[config.mk]
export PLATFORM = sky130hd
export DESIGN_NAME = nic_cfg_top
export DESIGN_NICKNAME = d
export VERILOG_FILES = /design/src/source/nic_cfg_pkg.sv /design/src/source/nic_cfg_top.sv /design/src/source/ee_data_tx.sv /design/src/source/config_rom.sv /design/src/source/ee_frame_rx.sv /design/src/source/nic_reset_seq.sv
export SDC_FILE = /design/constraint.sdc
export NUM_CORES = 1
export LEC_CHECK = 0
export BUFFER_PORTS_ARGS = -buffer_cell sky130_fd_sc_hd__buf_2
export CAP_MARGIN = 20
export CORE_MARGIN = 1.5
export CORE_UTILIZATION = 62
export DETAILED_ROUTE_END_ITERATION = 6
export PLACE_DENSITY = 0.79
export SLEW_MARGIN = 10
export SYNTH_ARGS = -nofsm -noshare
export SYNTH_HDL_FRONTEND = slang
export SYNTH_HIERARCHICAL = 1
export SYNTH_SLANG_ARGS = --single-unit
[constraint.sdc]
create_clock -name nic_clk -period 1.3 [get_ports nic_clk]
set_clock_uncertainty 0.05 [all_clocks]
set_input_delay 0.13 -clock nic_clk [delete_from_list [all_inputs] [get_ports nic_clk]]
set_output_delay 0.13 -clock nic_clk [all_outputs]
set_load 0.02 [all_outputs]
[src/source/nic_cfg_pkg.sv]
`default_nettype none

package nic_cfg_pkg;

	// EEPROM geometry, 256 words of 16 bits
	localparam int EE_ADDR_W = 8;
	localparam int EE_WORD_W = 16;

	typedef logic [EE_ADDR_W-1:0] ee_addr_t;
	typedef logic [EE_WORD_W-1:0] ee_word_t;

	// Station MAC, octet 0 (first on the wire) in bits 47:40
	typedef logic [47:0] mac_addr_t;

	// Microwire opcodes, only READ is answered
	typedef enum logic [1:0] {
		MISC  = 2'b00,
		WRITE = 2'b01,
		READ  = 2'b10,
		ERASE = 2'b11
	} ee_opcode_t;

	// Command header following the start bit, MSB first on the pins
	typedef struct packed {
		ee_opcode_t opcode;
		ee_addr_t   addr;
	} ee_cmd_t;

	// Synchronized pin view handed from the input side to the output side
	typedef struct packed {
		logic sk_rise;
		logic di;
		logic cs;
	} ee_pin_evt_t;

	// Words 0 to 3F carry content, the checksum word closes the table
	localparam int       EE_TABLE_WORDS = 64;
	localparam ee_addr_t EE_CSUM_ADDR   = 8'h3F;
	localparam ee_word_t EE_CSUM_TARGET = 16'hBABA;

	// Defaults for words 3 to 3E
	// Words 0 to 2 come from the MAC and 3F from the checksum logic
	localparam ee_word_t EE_DEFAULT_WORDS [EE_TABLE_WORDS] = '{
		16'h0000, 16'h0000, 16'h0000, 16'h0A20, 16'hF746, 16'h2010, 16'hFFFF, 16'hFFFF,
		16'h0000, 16'h0000, 16'h6C0B, 16'h0001, 16'h5A17, 16'h10E2, 16'h7C31, 16'h3040,
		16'h0000, 16'h0000, 16'h0000, 16'h0000, 16'h0000, 16'h0000, 16'h0000, 16'h0000,
		16'h0000, 16'h0000, 16'h0000, 16'h0000, 16'h0000, 16'h0000, 16'h0000, 16'h0000,
		16'h0100, 16'h4000, 16'h121C, 16'h4007, 16'h0000, 16'h0000, 16'h0000, 16'h0000,
		16'h0000, 16'h0000, 16'h0000, 16'h0000, 16'h0000, 16'h0000, 16'h0000, 16'h0000,
		16'hFFFF, 16'hFFFF, 16'hFFFF, 16'hFFFF, 16'hFFFF, 16'hFFFF, 16'hFFFF, 16'hFFFF,
		16'h0602, 16'h0000, 16'h0000, 16'h0000, 16'h0000, 16'h0000, 16'h0000, 16'h0000
	};

endpackage

`default_nettype wire
[src/source/nic_cfg_top.sv]
`default_nettype none

module nic_cfg_top #(
	parameter nic_cfg_pkg::mac_addr_t MAC_ADDR  = 48'h02_4E_49_43_00_01,
	parameter int                     RST_CNT_W = 7
) (
	input  logic nic_clk,
	input  logic ext_rst,
	input  logic clk_locked_i,
	input  logic reset_request_i,
	input  logic eecs_i,
	input  logic eesk_i,
	input  logic eedi_i,
	output logic nic_rst_o,
	output logic eedo_o,
	output logic eedo_oe_o
);
	import nic_cfg_pkg::*;

	// EEPROM stages follow the NIC domain reset
	logic        ee_rst;
	ee_pin_evt_t ee_evt;
	ee_cmd_t     ee_cmd;
	logic        ee_cmd_stb;
	ee_word_t    ee_word;
	logic        ee_word_stb;
	logic        ee_next_stb;

	assign ee_rst = ext_rst || nic_rst_o;

	// NIC domain reset release
	nic_reset_seq #(
		.RST_CNT_W(RST_CNT_W)
	) i_rst_seq (
		.nic_clk        (nic_clk),
		.ext_rst        (ext_rst),
		.clk_locked_i   (clk_locked_i),
		.reset_request_i(reset_request_i),
		.nic_rst_o      (nic_rst_o)
	);

	// Pin sync and command header decode
	ee_frame_rx i_frame_rx (
		.nic_clk  (nic_clk),
		.ext_rst  (ee_rst),
		.eecs_i   (eecs_i),
		.eesk_i   (eesk_i),
		.eedi_i   (eedi_i),
		.evt_o    (ee_evt),
		.cmd_o    (ee_cmd),
		.cmd_stb_o(ee_cmd_stb)
	);

	// Word lookup with MAC and checksum
	config_rom #(
		.MAC_ADDR(MAC_ADDR)
	) i_rom (
		.nic_clk   (nic_clk),
		.ext_rst   (ee_rst),
		.cmd_i     (ee_cmd),
		.cmd_stb_i (ee_cmd_stb),
		.next_stb_i(ee_next_stb),
		.word_o    (ee_word),
		.word_stb_o(ee_word_stb)
	);

	// Serial data out and output enable
	ee_data_tx i_data_tx (
		.nic_clk   (nic_clk),
		.ext_rst   (ee_rst),
		.evt_i     (ee_evt),
		.cmd_stb_i (ee_cmd_stb),
		.cmd_i     (ee_cmd),
		.word_i    (ee_word),
		.word_stb_i(ee_word_stb),
		.next_stb_o(ee_next_stb),
		.eedo_o    (eedo_o),
		.eedo_oe_o (eedo_oe_o)
	);

endmodule

`default_nettype wire

[src/source/ee_data_tx.sv]
`default_nettype none

module ee_data_tx (
	input  logic                     nic_clk,
	input  logic                     ext_rst,
	input  nic_cfg_pkg::ee_pin_evt_t evt_i,
	input  logic                     cmd_stb_i,
	input  nic_cfg_pkg::ee_cmd_t     cmd_i,
	input  nic_cfg_pkg::ee_word_t    word_i,
	input  logic                     word_stb_i,
	output logic                     next_stb_o,
	output logic                     eedo_o,
	output logic                     eedo_oe_o
);
	import nic_cfg_pkg::*;

	localparam int BIT_CNT_W = $clog2(EE_WORD_W);

	logic                 oe_q;
	logic                 do_q;
	// Next word, filled while the current one shifts out
	ee_word_t             buf_q;
	// Bits of the current word not yet presented
	logic [EE_WORD_W-2:0] shift_q;
	// Bit position in the current word, 0 means take a new word
	logic [BIT_CNT_W-1:0] bit_pos_q;
	logic                 next_stb_q;
	logic                 rd_start;
	logic                 bit_adv;

	assign rd_start = cmd_stb_i && (cmd_i.opcode == READ);
	// Each sk rise while selected presents one bit
	assign bit_adv  = oe_q && evt_i.cs && evt_i.sk_rise;

	always_ff @(posedge nic_clk or posedge ext_rst) begin
		if (ext_rst) begin
			oe_q       <= 1'b0;
			do_q       <= 1'b0;
			bit_pos_q  <= '0;
			next_stb_q <= 1'b0;
		end else begin
			next_stb_q <= 1'b0;
			if (!evt_i.cs) begin
				// Deselect releases the line at once
				oe_q      <= 1'b0;
				do_q      <= 1'b0;
				bit_pos_q <= '0;
			end else if (rd_start) begin
				// Dummy zero ahead of the first data bit
				oe_q      <= 1'b1;
				do_q      <= 1'b0;
				bit_pos_q <= '0;
			end else if (bit_adv) begin
				if (bit_pos_q == '0) begin
					do_q <= buf_q[EE_WORD_W-1];
				end else begin
					do_q <= shift_q[EE_WORD_W-2];
				end
				bit_pos_q  <= bit_pos_q + 1'b1;
				// Bit 0 going out, fetch the following address
				next_stb_q <= (bit_pos_q == '1);
			end
		end
	end

	always_ff @(posedge nic_clk) begin
		if (word_stb_i) begin
			buf_q <= word_i;
		end
		if (bit_adv) begin
			if (bit_pos_q == '0) begin
				shift_q <= buf_q[EE_WORD_W-2:0];
			end else begin
				shift_q <= {shift_q[EE_WORD_W-3:0], 1'b0};
			end
		end
	end

	assign next_stb_o = next_stb_q;
	assign eedo_o     = do_q;
	// Enable drops in the same cycle as synchronized cs
	assign eedo_oe_o  = oe_q && evt_i.cs;

endmodule

`default_nettype wire

[src/source/config_rom.sv]
`default_nettype none

module config_rom #(
	parameter nic_cfg_pkg::mac_addr_t MAC_ADDR = 48'h02_4E_49_43_00_01
) (
	input  logic                  nic_clk,
	input  logic                  ext_rst,
	input  nic_cfg_pkg::ee_cmd_t  cmd_i,
	input  logic                  cmd_stb_i,
	input  logic                  next_stb_i,
	output nic_cfg_pkg::ee_word_t word_o,
	output logic                  word_stb_o
);
	import nic_cfg_pkg::*;

	localparam int TBL_AW = $clog2(EE_TABLE_WORDS);

	// Octet 2n in the low half of word n
	localparam ee_word_t MAC_WORD0 = {MAC_ADDR[39:32], MAC_ADDR[47:40]};
	localparam ee_word_t MAC_WORD1 = {MAC_ADDR[23:16], MAC_ADDR[31:24]};
	localparam ee_word_t MAC_WORD2 = {MAC_ADDR[7:0], MAC_ADDR[15:8]};

	// Sum of words 0 to 3E, checksum makes the total hit the target
	function automatic ee_word_t calc_csum();
		ee_word_t sum;
		sum = MAC_WORD0 + MAC_WORD1 + MAC_WORD2;
		for (int i = 3; i < EE_TABLE_WORDS - 1; i++) begin
			sum = sum + EE_DEFAULT_WORDS[i];
		end
		return EE_CSUM_TARGET - sum;
	endfunction

	localparam ee_word_t CSUM_WORD = calc_csum();

	function automatic ee_word_t rom_word(input ee_addr_t addr);
		ee_word_t w;
		if (addr > EE_CSUM_ADDR) begin
			// Unpopulated area reads as erased
			w = 16'hFFFF;
		end else if (addr == EE_CSUM_ADDR) begin
			w = CSUM_WORD;
		end else begin
			case (addr)
				8'h00:   w = MAC_WORD0;
				8'h01:   w = MAC_WORD1;
				8'h02:   w = MAC_WORD2;
				default: w = EE_DEFAULT_WORDS[addr[TBL_AW-1:0]];
			endcase
		end
		return w;
	endfunction

	// Current read address
	ee_addr_t rd_addr_q;
	ee_addr_t rd_addr;
	ee_word_t word_q;
	logic     word_stb_q;
	logic     rd_load;
	logic     rd_fetch;

	// New READ takes priority over a sequential request
	assign rd_load  = cmd_stb_i && (cmd_i.opcode == READ);
	assign rd_fetch = rd_load || next_stb_i;
	// Increment wraps from FF to 00
	assign rd_addr  = rd_load ? cmd_i.addr : rd_addr_q + 1'b1;

	always_ff @(posedge nic_clk or posedge ext_rst) begin
		if (ext_rst) begin
			rd_addr_q  <= '0;
			word_stb_q <= 1'b0;
		end else begin
			word_stb_q <= rd_fetch;
			if (rd_fetch) begin
				rd_addr_q <= rd_addr;
			end
		end
	end

	always_ff @(posedge nic_clk) begin
		if (rd_fetch) begin
			word_q <= rom_word(rd_addr);
		end
	end

	assign word_o     = word_q;
	assign word_stb_o = word_stb_q;

endmodule

`default_nettype wire

[src/source/ee_frame_rx.sv]
`default_nettype none

module ee_frame_rx (
	input  logic                     nic_clk,
	input  logic                     ext_rst,
	input  logic                     eecs_i,
	input  logic                     eesk_i,
	input  logic                     eedi_i,
	output nic_cfg_pkg::ee_pin_evt_t evt_o,
	output nic_cfg_pkg::ee_cmd_t     cmd_o,
	output logic                     cmd_stb_o
);
	import nic_cfg_pkg::*;

	// Opcode plus address bits after the start bit
	localparam int FRAME_BITS = $bits(ee_cmd_t);
	localparam int CNT_W      = $clog2(FRAME_BITS + 1);

	// Pin order in the synchronizer is {cs, sk, di}
	logic [2:0]            pin_s1_q;
	logic [2:0]            pin_s2_q;
	// Previous synchronized sk for edge detect
	logic                  sk_last_q;
	ee_pin_evt_t           evt_q;
	// Header shift register, newest bit at LSB
	logic [FRAME_BITS-1:0] frame_q;
	logic [CNT_W-1:0]      bit_cnt_q;
	// Start bit seen
	logic                  started_q;
	// Header complete, rest of frame ignored
	logic                  done_q;
	logic                  cmd_stb_q;
	logic                  shift_en;

	// Pins are asynchronous to nic_clk
	always_ff @(posedge nic_clk or posedge ext_rst) begin
		if (ext_rst) begin
			pin_s1_q  <= '0;
			pin_s2_q  <= '0;
			sk_last_q <= 1'b0;
			evt_q     <= '0;
		end else begin
			pin_s1_q      <= {eecs_i, eesk_i, eedi_i};
			pin_s2_q      <= pin_s1_q;
			sk_last_q     <= pin_s2_q[1];
			// Event word registered so cs, di and the edge stay aligned
			evt_q.sk_rise <= pin_s2_q[1] && !sk_last_q;
			evt_q.di      <= pin_s2_q[0];
			evt_q.cs      <= pin_s2_q[2];
		end
	end

	// Header bits only after the start bit and before completion
	assign shift_en = evt_q.cs && evt_q.sk_rise && started_q && !done_q;

	always_ff @(posedge nic_clk or posedge ext_rst) begin
		if (ext_rst) begin
			bit_cnt_q <= '0;
			started_q <= 1'b0;
			done_q    <= 1'b0;
			cmd_stb_q <= 1'b0;
		end else begin
			cmd_stb_q <= 1'b0;
			if (!evt_q.cs) begin
				// Deselect restarts the frame
				bit_cnt_q <= '0;
				started_q <= 1'b0;
				done_q    <= 1'b0;
			end else if (evt_q.sk_rise && !started_q) begin
				// Leading zeros skipped until a one arrives
				started_q <= evt_q.di;
			end else if (shift_en) begin
				bit_cnt_q <= bit_cnt_q + 1'b1;
				if (bit_cnt_q == CNT_W'(FRAME_BITS - 1)) begin
					done_q    <= 1'b1;
					cmd_stb_q <= 1'b1;
				end
			end
		end
	end

	always_ff @(posedge nic_clk) begin
		if (shift_en) begin
			frame_q <= {frame_q[FRAME_BITS-2:0], evt_q.di};
		end
	end

	// Header frozen after completion until cs drops
	assign cmd_o     = ee_cmd_t'(frame_q);
	assign cmd_stb_o = cmd_stb_q;
	assign evt_o     = evt_q;

endmodule

`default_nettype wire

[src/source/nic_reset_seq.sv]
`default_nettype none

module nic_reset_seq #(
	parameter int RST_CNT_W = 7
) (
	input  logic nic_clk,
	input  logic ext_rst,
	input  logic clk_locked_i,
	input  logic reset_request_i,
	output logic nic_rst_o
);

	// Release counter, top bit set once enough clean cycles passed
	logic [RST_CNT_W-1:0] rel_cnt_q;
	// Restart condition from clock generator or software
	logic                 clr_req;

	// Lost lock or software reset both restart the count
	assign clr_req = !clk_locked_i || reset_request_i;

	always_ff @(posedge nic_clk or posedge ext_rst) begin
		if (ext_rst) begin
			rel_cnt_q <= '0;
		end else if (clr_req) begin
			rel_cnt_q <= '0;
		end else if (!rel_cnt_q[RST_CNT_W-1]) begin
			// Count up until top bit, then hold
			rel_cnt_q <= rel_cnt_q + 1'b1;
		end
	end

	// Reset held while top bit still clear
	assign nic_rst_o = !rel_cnt_q[RST_CNT_W-1];

endmodule

`default_nettype wire

======== Word level (Yosys, flattened, before mapping) ========
Memory sizes are Yosys's and may differ from the RTL's.
Index checks and enable logic that the tools add are counted.
storage, ports and cells
  register bits after elaboration ......... 97
  bits in read-only memories .............. 1024
  input bits .............................. 7
  output and inout port bits .............. 3
  logic and storage cells ................. 99
  memories ................................ 1
memories
  memory           depth  bits a word  read ports  clocked after Yosys merged registers in  wr ports  RTL line          source
  (no name shown)  64     16           1           0                                        0         config_rom.sv:47  default: w = EE_DEFAULT_WORDS[addr[TBL_AW-1:0]];
operators by class
  add/subtract/negate cells ............... 4
  magnitude comparators ................... 2
  eq/ne operators ......................... 13
  muxes and demuxes ....................... 33
  bitwise gates (word level) .............. 1
  reduce and logical (&&, ||, !) cells .... 21
operators with widths
  operator                                                       number
  case mux 16 bit (3 select lines)                               1
  2-to-1 mux 16 bit                                              2
  2-to-1 mux 4 bit                                               6
  2-to-1 mux 1 bit                                               19
  2-to-1 mux 15 bit                                              1
  2-to-1 mux 7 bit                                               2
  2-to-1 mux 13 bit                                              1
  != test 2 bit, second input constant                           5
  adder 4 x 1 -> 4 bit, second input constant                    2
  adder 8 x 1 -> 8 bit, second input constant                    1
  == test 4 bit, second input constant                           2
  == test 8 x 1 -> 1 bit, second input constant                  1
  == test 8 x 2 -> 1 bit, second input constant                  1
  == test 8 x 6 -> 1 bit, second input constant                  1
  greater-than comparator 8 x 6 -> 1 bit, second input constant  1
  logical AND 1 bit                                              8
  logical NOT 8 bit                                              1
  2-to-1 mux 8 bit                                               1
  adder 7 x 1 -> 7 bit, second input constant                    1
  greater-or-equal comparator 7 bit, second input constant       1
  NOT 6 -> 7 bit                                                 1
  logical NOT 1 bit                                              5
  logical NOT 4 bit                                              1
  logical OR 1 bit                                               3
  other kinds (6)                                                6

======== Depth between registers and ports, before layout ========
  word-level depth ........................ 9
  depth in mapped cells ................... 9
  gate-level depth less buffers ........... 9

======== Hierarchy ========
The synthesis kept the hierarchy.
by module, submodules not included
  module         instances  cells an instance  area each (um^2)  seq. area each (um^2)
  config_rom     1          201                2021.9            705.7
  ee_data_tx     1          85                 1475.2            1106.1
  ee_frame_rx    1          49                 877.1             725.7
  nic_reset_seq  1          31                 340.3             175.2
  nic_cfg_top    1          1                  6.3               0.0

======== Worst setup path after synthesis ========
OpenSTA, ideal clock, no wires.
  kind .................................... flip-flop to flip-flop
  from .................................... register i_frame_rx.frame_q[8] (netlist: i_frame_rx/cmd_o[8])
  to ...................................... register i_rom.word_q[1] (netlist: i_rom/word_o[1]) (data pin)
  library setup time ...................... 0.273 ns
  arrival time ............................ 2.260 ns
  data required time ...................... 0.977 ns
  slack ................................... -1.283 ns
  cell stages (with the launch flop) ...... 10
  buffers on the path ..................... 1
  period minus slack after synthesis ...... 2.583 ns
  cells stage by stage .................... edfxtp_1 -> and3b_1 -> clkbuf_8 -> mux2i_4 -> inv_1 -> ha_1 -> o311ai_2 -> nand4_1 -> a21oi_1 -> o21ai_1
between the ends
  word-level cells in the longest chain between the ends .. 9
  elaborated cells between the ends (all ways) .. 14
  classes of those cells .................. order compare: 1; eq/ne: 4; mux: 5; bitwise: 1; reduce/logical: 2; memory: 1
ends and longest elaborated chain
  element                                                RTL line           source
  start: declaration                                     ee_frame_rx.sv:26  logic [FRAME_BITS-1:0] frame_q;
  start signal: assignment                               ee_frame_rx.sv:84  frame_q <= {frame_q[FRAME_BITS-2:0], evt_q.di};
  == test 2 bit *                                        config_rom.sv:62   assign rd_load = cmd_stb_i && (cmd_i.opcode == READ);
  logical AND 1 bit *                                    config_rom.sv:62
  2-to-1 mux 8 bit *                                     config_rom.sv:65   assign rd_addr = rd_load ? cmd_i.addr : rd_addr_q + 1'b1;
  via i_rom.rd_addr[1]                                   config_rom.sv:55   ee_addr_t rd_addr;
  NOT 6 -> 7 bit (implied by the code)                   config_rom.sv:47
  memory read (64 x 16 bit)                              -
  2-to-1 mux 16 bit (implied by the code) (2 in series)  config_rom.sv:47
  case mux 16 bit (3 select lines)                       config_rom.sv:43   case (addr)
  2-to-1 mux 13 bit                                      config_rom.sv:40   end else if (addr == EE_CSUM_ADDR) begin
  end signal: assignment                                 config_rom.sv:81   word_q <= rom_word(rd_addr);
  end: declaration                                       config_rom.sv:56   ee_word_t word_q;
The timed path passes the listed nets; every way through them passes the cells marked *. The select of a mux whose other input is x is not followed.
A chain may end at the register's enable or synchronous reset.

======== Final worst setup path ========
  from .................................... register i_rom.rd_addr_q[0]
  to ...................................... register i_rom.word_q[1] (netlist: i_rom/word_o[1]) (data pin)
between the ends
  word-level cells in the longest chain between the ends .. 8
  elaborated cells between the ends (all ways) .. 13
  classes of those cells .................. add/sub: 1; order compare: 1; eq/ne: 3; mux: 5; bitwise: 1; reduce/logical: 1; memory: 1
ends and longest elaborated chain
  element                                                RTL line          source
  start: declaration                                     config_rom.sv:54  ee_addr_t rd_addr_q;
  start signal: assignment                               config_rom.sv:74  rd_addr_q <= rd_addr;
  adder 8 x 1 -> 8 bit *                                 config_rom.sv:65
  2-to-1 mux 8 bit *                                     config_rom.sv:65
  NOT 6 -> 7 bit (implied by the code)                   config_rom.sv:47
  memory read (64 x 16 bit)                              -
  2-to-1 mux 16 bit (implied by the code) (2 in series)  config_rom.sv:47
  case mux 16 bit (3 select lines)                       config_rom.sv:43
  2-to-1 mux 13 bit                                      config_rom.sv:40
Mark *: on every way between the ends. The rest lies on a longest branch, timed or not. The select of a mux whose other input is x is not followed.

==> results.md <==
- Post-synth top flop: edfxtp_1
- Run status: finished, violations left
- Pleak: 0.00287 uW
- Stages on the worst setup path: 10
- Average size of a mapped cell: 12.9 sq um
- Hold Path Origin: clk_locked_i
- Post-synth top area share: 36.3%
- Die width: 90.3 microns
- RSZ-0062 raised after global routing: true
- Gate count of the mapped netlist: 367
- Final number of setup-violating endpoints: 84
- I/O pin count: 10
- # port buffers: 9
- Share of cells above drive strength 1: 54.3%
- Worst-case clock buffer depth: 2
- Hold Path Sink: i_rst_seq/rel_cnt_q[5]
- Pwr Density: 827 mW/mm^2
- Fin nets: 526
- Final Wtd Congestion: 0.918
- FMAX: 364 MHz
- Hold Path Class: in2reg
- FFs w/ async S/R, synth: 41.2%
- Max_slew headroom: 46.7%
- Setup TNS: -37.85 ns
- Post-DP HPWL: 7190 microns
- CP endpoint kind: flop
- Crit-path slowest cell: nor3_1
- EDFF count, synth: 57
- Reg2Reg Depth: 10
- Drt pass-1 iters: 7
- Drt wl/cell: 29.6 microns
- Wirelength, routed: 18100 microns
- FP Rows: 31
- Startpoint Class: flop
- Pin count of the biggest net entering global routing: 19
- Crit path buf inv count: 3
- Worst Max-Slew Pin Slew: 0.793 ns
- Clk Latency, worst-skew pair: 0.38 ns
- CP top delay family: simple AND/OR/NAND/NOR gates
- R2r endpoint: i_rom/word_o[1]
- Post-DP Area: 0.00559 sq mm
- Initial antenna violation count: 0
- Clock slew at reported path FFs: 0.13 ns
- Total of max-cap violations: 0
- Ant diodes: 0
- Hold Vio Cnt, Final: 0
- Worst setup margin: -1.45 ns
- Global-route wire length before repair: 20700 microns
- R2r setup slk: -1.45 ns
- WS Path Type: reg2reg
- Via count: 4333
- Post-synthesis net count: 386
- Flops & latches, synth: 97
- H-tree depth: 3
- Crit path max fanout: 5
- Worst reg2reg path startpoint: i_rom/rd_addr_q[0]
- CTS tree: built
- Area added between synthesis and finish: 43.0%
- Worst Path Arrival: 2.94 ns
- Post-Layout Cell Count: 611
- Gr ovfl total: 0
- Slew Limit Fails: 0
- Total track usage: 33.6%
- Final ANT Viol Nets: 0
- Min cycle time layout: 2.75 ns
- Design area: 0.00675 sq mm
- CTS Buf Count: 9
- Die Ht: 90.3 microns
- Vias per std cell: 7.09
- Starting Density: 64.7%
- Worst setup path start: i_rom/rd_addr_q[0]
- Root Buffer: clkbuf_8
- Req. time, crit path: 1.49 ns
- Pwr Total: 5580 uW
- DRC viols: 2
- Max incr delay on CP: 0.61 ns
- Post-synthesis sequential area ratio: 57.5%
- Failing checks: design-rule violations, negative setup slack
- Post-synth top cells: 57 x edfxtp_1, 40 x dfrtp_1, 33 x nand2_1
- Top-count cell post-synth: edfxtp_1
- Die area: 0.00815 sq mm
- Yosys warnings: 6
- Fin crit share: 212%
- Min-Delay Path Depth: 3
- Crit path cell chain: buf_6 > buf_8 > and3_4 > xnor2_4 > buf_4 > nor3_1 > o21ai_0 > nand4_1 > a21oi_1 > o21ai_1
- Yosys cell types: 74
- Max rail drop VDD: 0.000804 V
- Floorplan core area: 0.00729 sq mm
- Initial drt markers: 817
- Clk sinks: 97
- Filler cell count: 217
- Fin util: 92.6%
- Dominant cells by area after synthesis: edfxtp_1 36%, dfrtp_1 21%, mux2_2 3.3%, ha_1 3.2%, nand2_1 2.6%
- Cells after DPL: 550
- Post-synth top area cell: edfxtp_1
- Vias in the first global route: 3871
- Syn Std Cell Area: 0.00472 sq mm
==> repair_timing <==
action | in CTS | in global routing
hold buffers | 4 | 0
pin swaps | 8 | 36
hold endpoints to repair | 36 | 0
buffers inserted | 17 | 26
setup endpoints to repair | 65 | 76
resized for setup | 57 | 82
cloned | 2 | 0
==> routing by layer <==
| metal | share of wire [%] | up-vias | GRT usage [%] |
|---|---|---|---|
| li1 | - | 1637 | - |
| met1 | 32 | 2058 | 39.4 |
| met2 | 47 | 434 | 57.6 |
| met3 | 10 | 204 | 7.15 |
| met4 | 11 | 0 | 18.8 |
| met5 | 0 | - | 0 |
==> cell type report <==
type	instances	area, sq um	area share [%]
clock buffers	9	124	1.83
clock inverters	7	82.6	1.22
inverters	13	72.6	1.07
multi-input cells	247	2440	36.1
flip-flops and latches	97	2720	40.2
well taps	99	124	1.83
repair buffers	137	1180	17.5
repair inverters	2	13.8	0.204
==> logic make-up after synthesis <==
family / count (synthesis) / share of synthesized area, %
and+or+nand+nor: 125 / 15.5
adders and majority gates: 12 / 3.18
muxes: 23 / 5.86
buffers and inverters: 23 / 3.02
DFF: 97 / 57.5
xor gates and xnor gates: 12 / 2.86
AOI/OAI and AO/OA: 75 / 12.1
==> stage by stage <==
stage	setup WS (ns)	hold WS, ns
2_1_floorplan	-1.04	-0.117
3_3_place_gp	-1.03	0.0225
3_5_place_dp	-1.06	0.0258
4_1_cts	-1.07	0.121
5_1_grt	-1.48	0.129
6_report	-1.45	0.140
==> sequential cells by signal, indices dropped and copies added, names as in the netlist, 3 cells and up <==
name,cells
i_data_tx/bit_pos_q,4
i_data_tx/buf_q,16
i_data_tx/shift_q,15
i_frame_rx/bit_cnt_q,4
i_frame_rx/cmd_o,10
i_frame_rx/evt_o,3
i_frame_rx/pin_s1_q,3
i_frame_rx/pin_s2_q,3
i_rom/rd_addr_q,8
i_rom/word_o,16
i_rst_seq/rel_cnt_q,7
==> tightest hold or removal path, delay by kind of cell <==
| family | cells | cell delay (ns) |
|---|---|---|
| simple gates | 1 | 0.23 |
| buf+inv | 1 | 0.10 |
| compound gates | 1 | 0.07 |
==> report_power, final <==
part / leakage, uW / switching, uW / internal, uW
combinational: 0.00171 / 40.6 / 43.1
clock: 0.000109 / 1280 / 934
sequential: 0.00105 / 26.1 / 3260
total: 0.00287 / 1350 / 4240
==> cell usage in the layout, fill, tap and decap left out, types with 4 or more instances in the layout <==
| cell type | n |
|---|---|
| a21oi_1 | 10 |
| a21oi_2 | 7 |
| buf_2 | 7 |
| buf_4 | 91 |
| buf_6 | 31 |
| clkbuf_8 | 9 |
| dfrtp_1 | 36 |
| dfrtp_2 | 4 |
| dlygate4sd3_1 | 4 |
| edfxtp_1 | 57 |
| ha_1 | 4 |
| ha_4 | 8 |
| inv_1 | 5 |
| inv_4 | 5 |
| mux2_4 | 14 |
| mux2i_1 | 4 |
| mux2i_4 | 4 |
| nand2_1 | 27 |
| nand2_2 | 7 |
| nand3_1 | 9 |
| nand3_4 | 7 |
| nand4_1 | 5 |
| nor2_1 | 20 |
| nor2_4 | 5 |
| nor3_1 | 5 |
| o21ai_0 | 6 |
| o21ai_1 | 9 |
| o21ai_2 | 6 |
| xor2_1 | 5 |
==> worst max-delay path by stage <==
stage,to
2_1_floorplan,i_rom/word_o[1]
3_3_place_gp,i_rom/word_o[14]
3_5_place_dp,i_rom/word_o[14]
4_1_cts,i_rom/word_o[0]
5_1_grt,i_rom/word_o[1]
6_report,i_rom/word_o[1]
No activity file was read; power rests on OpenSTA's default activity.
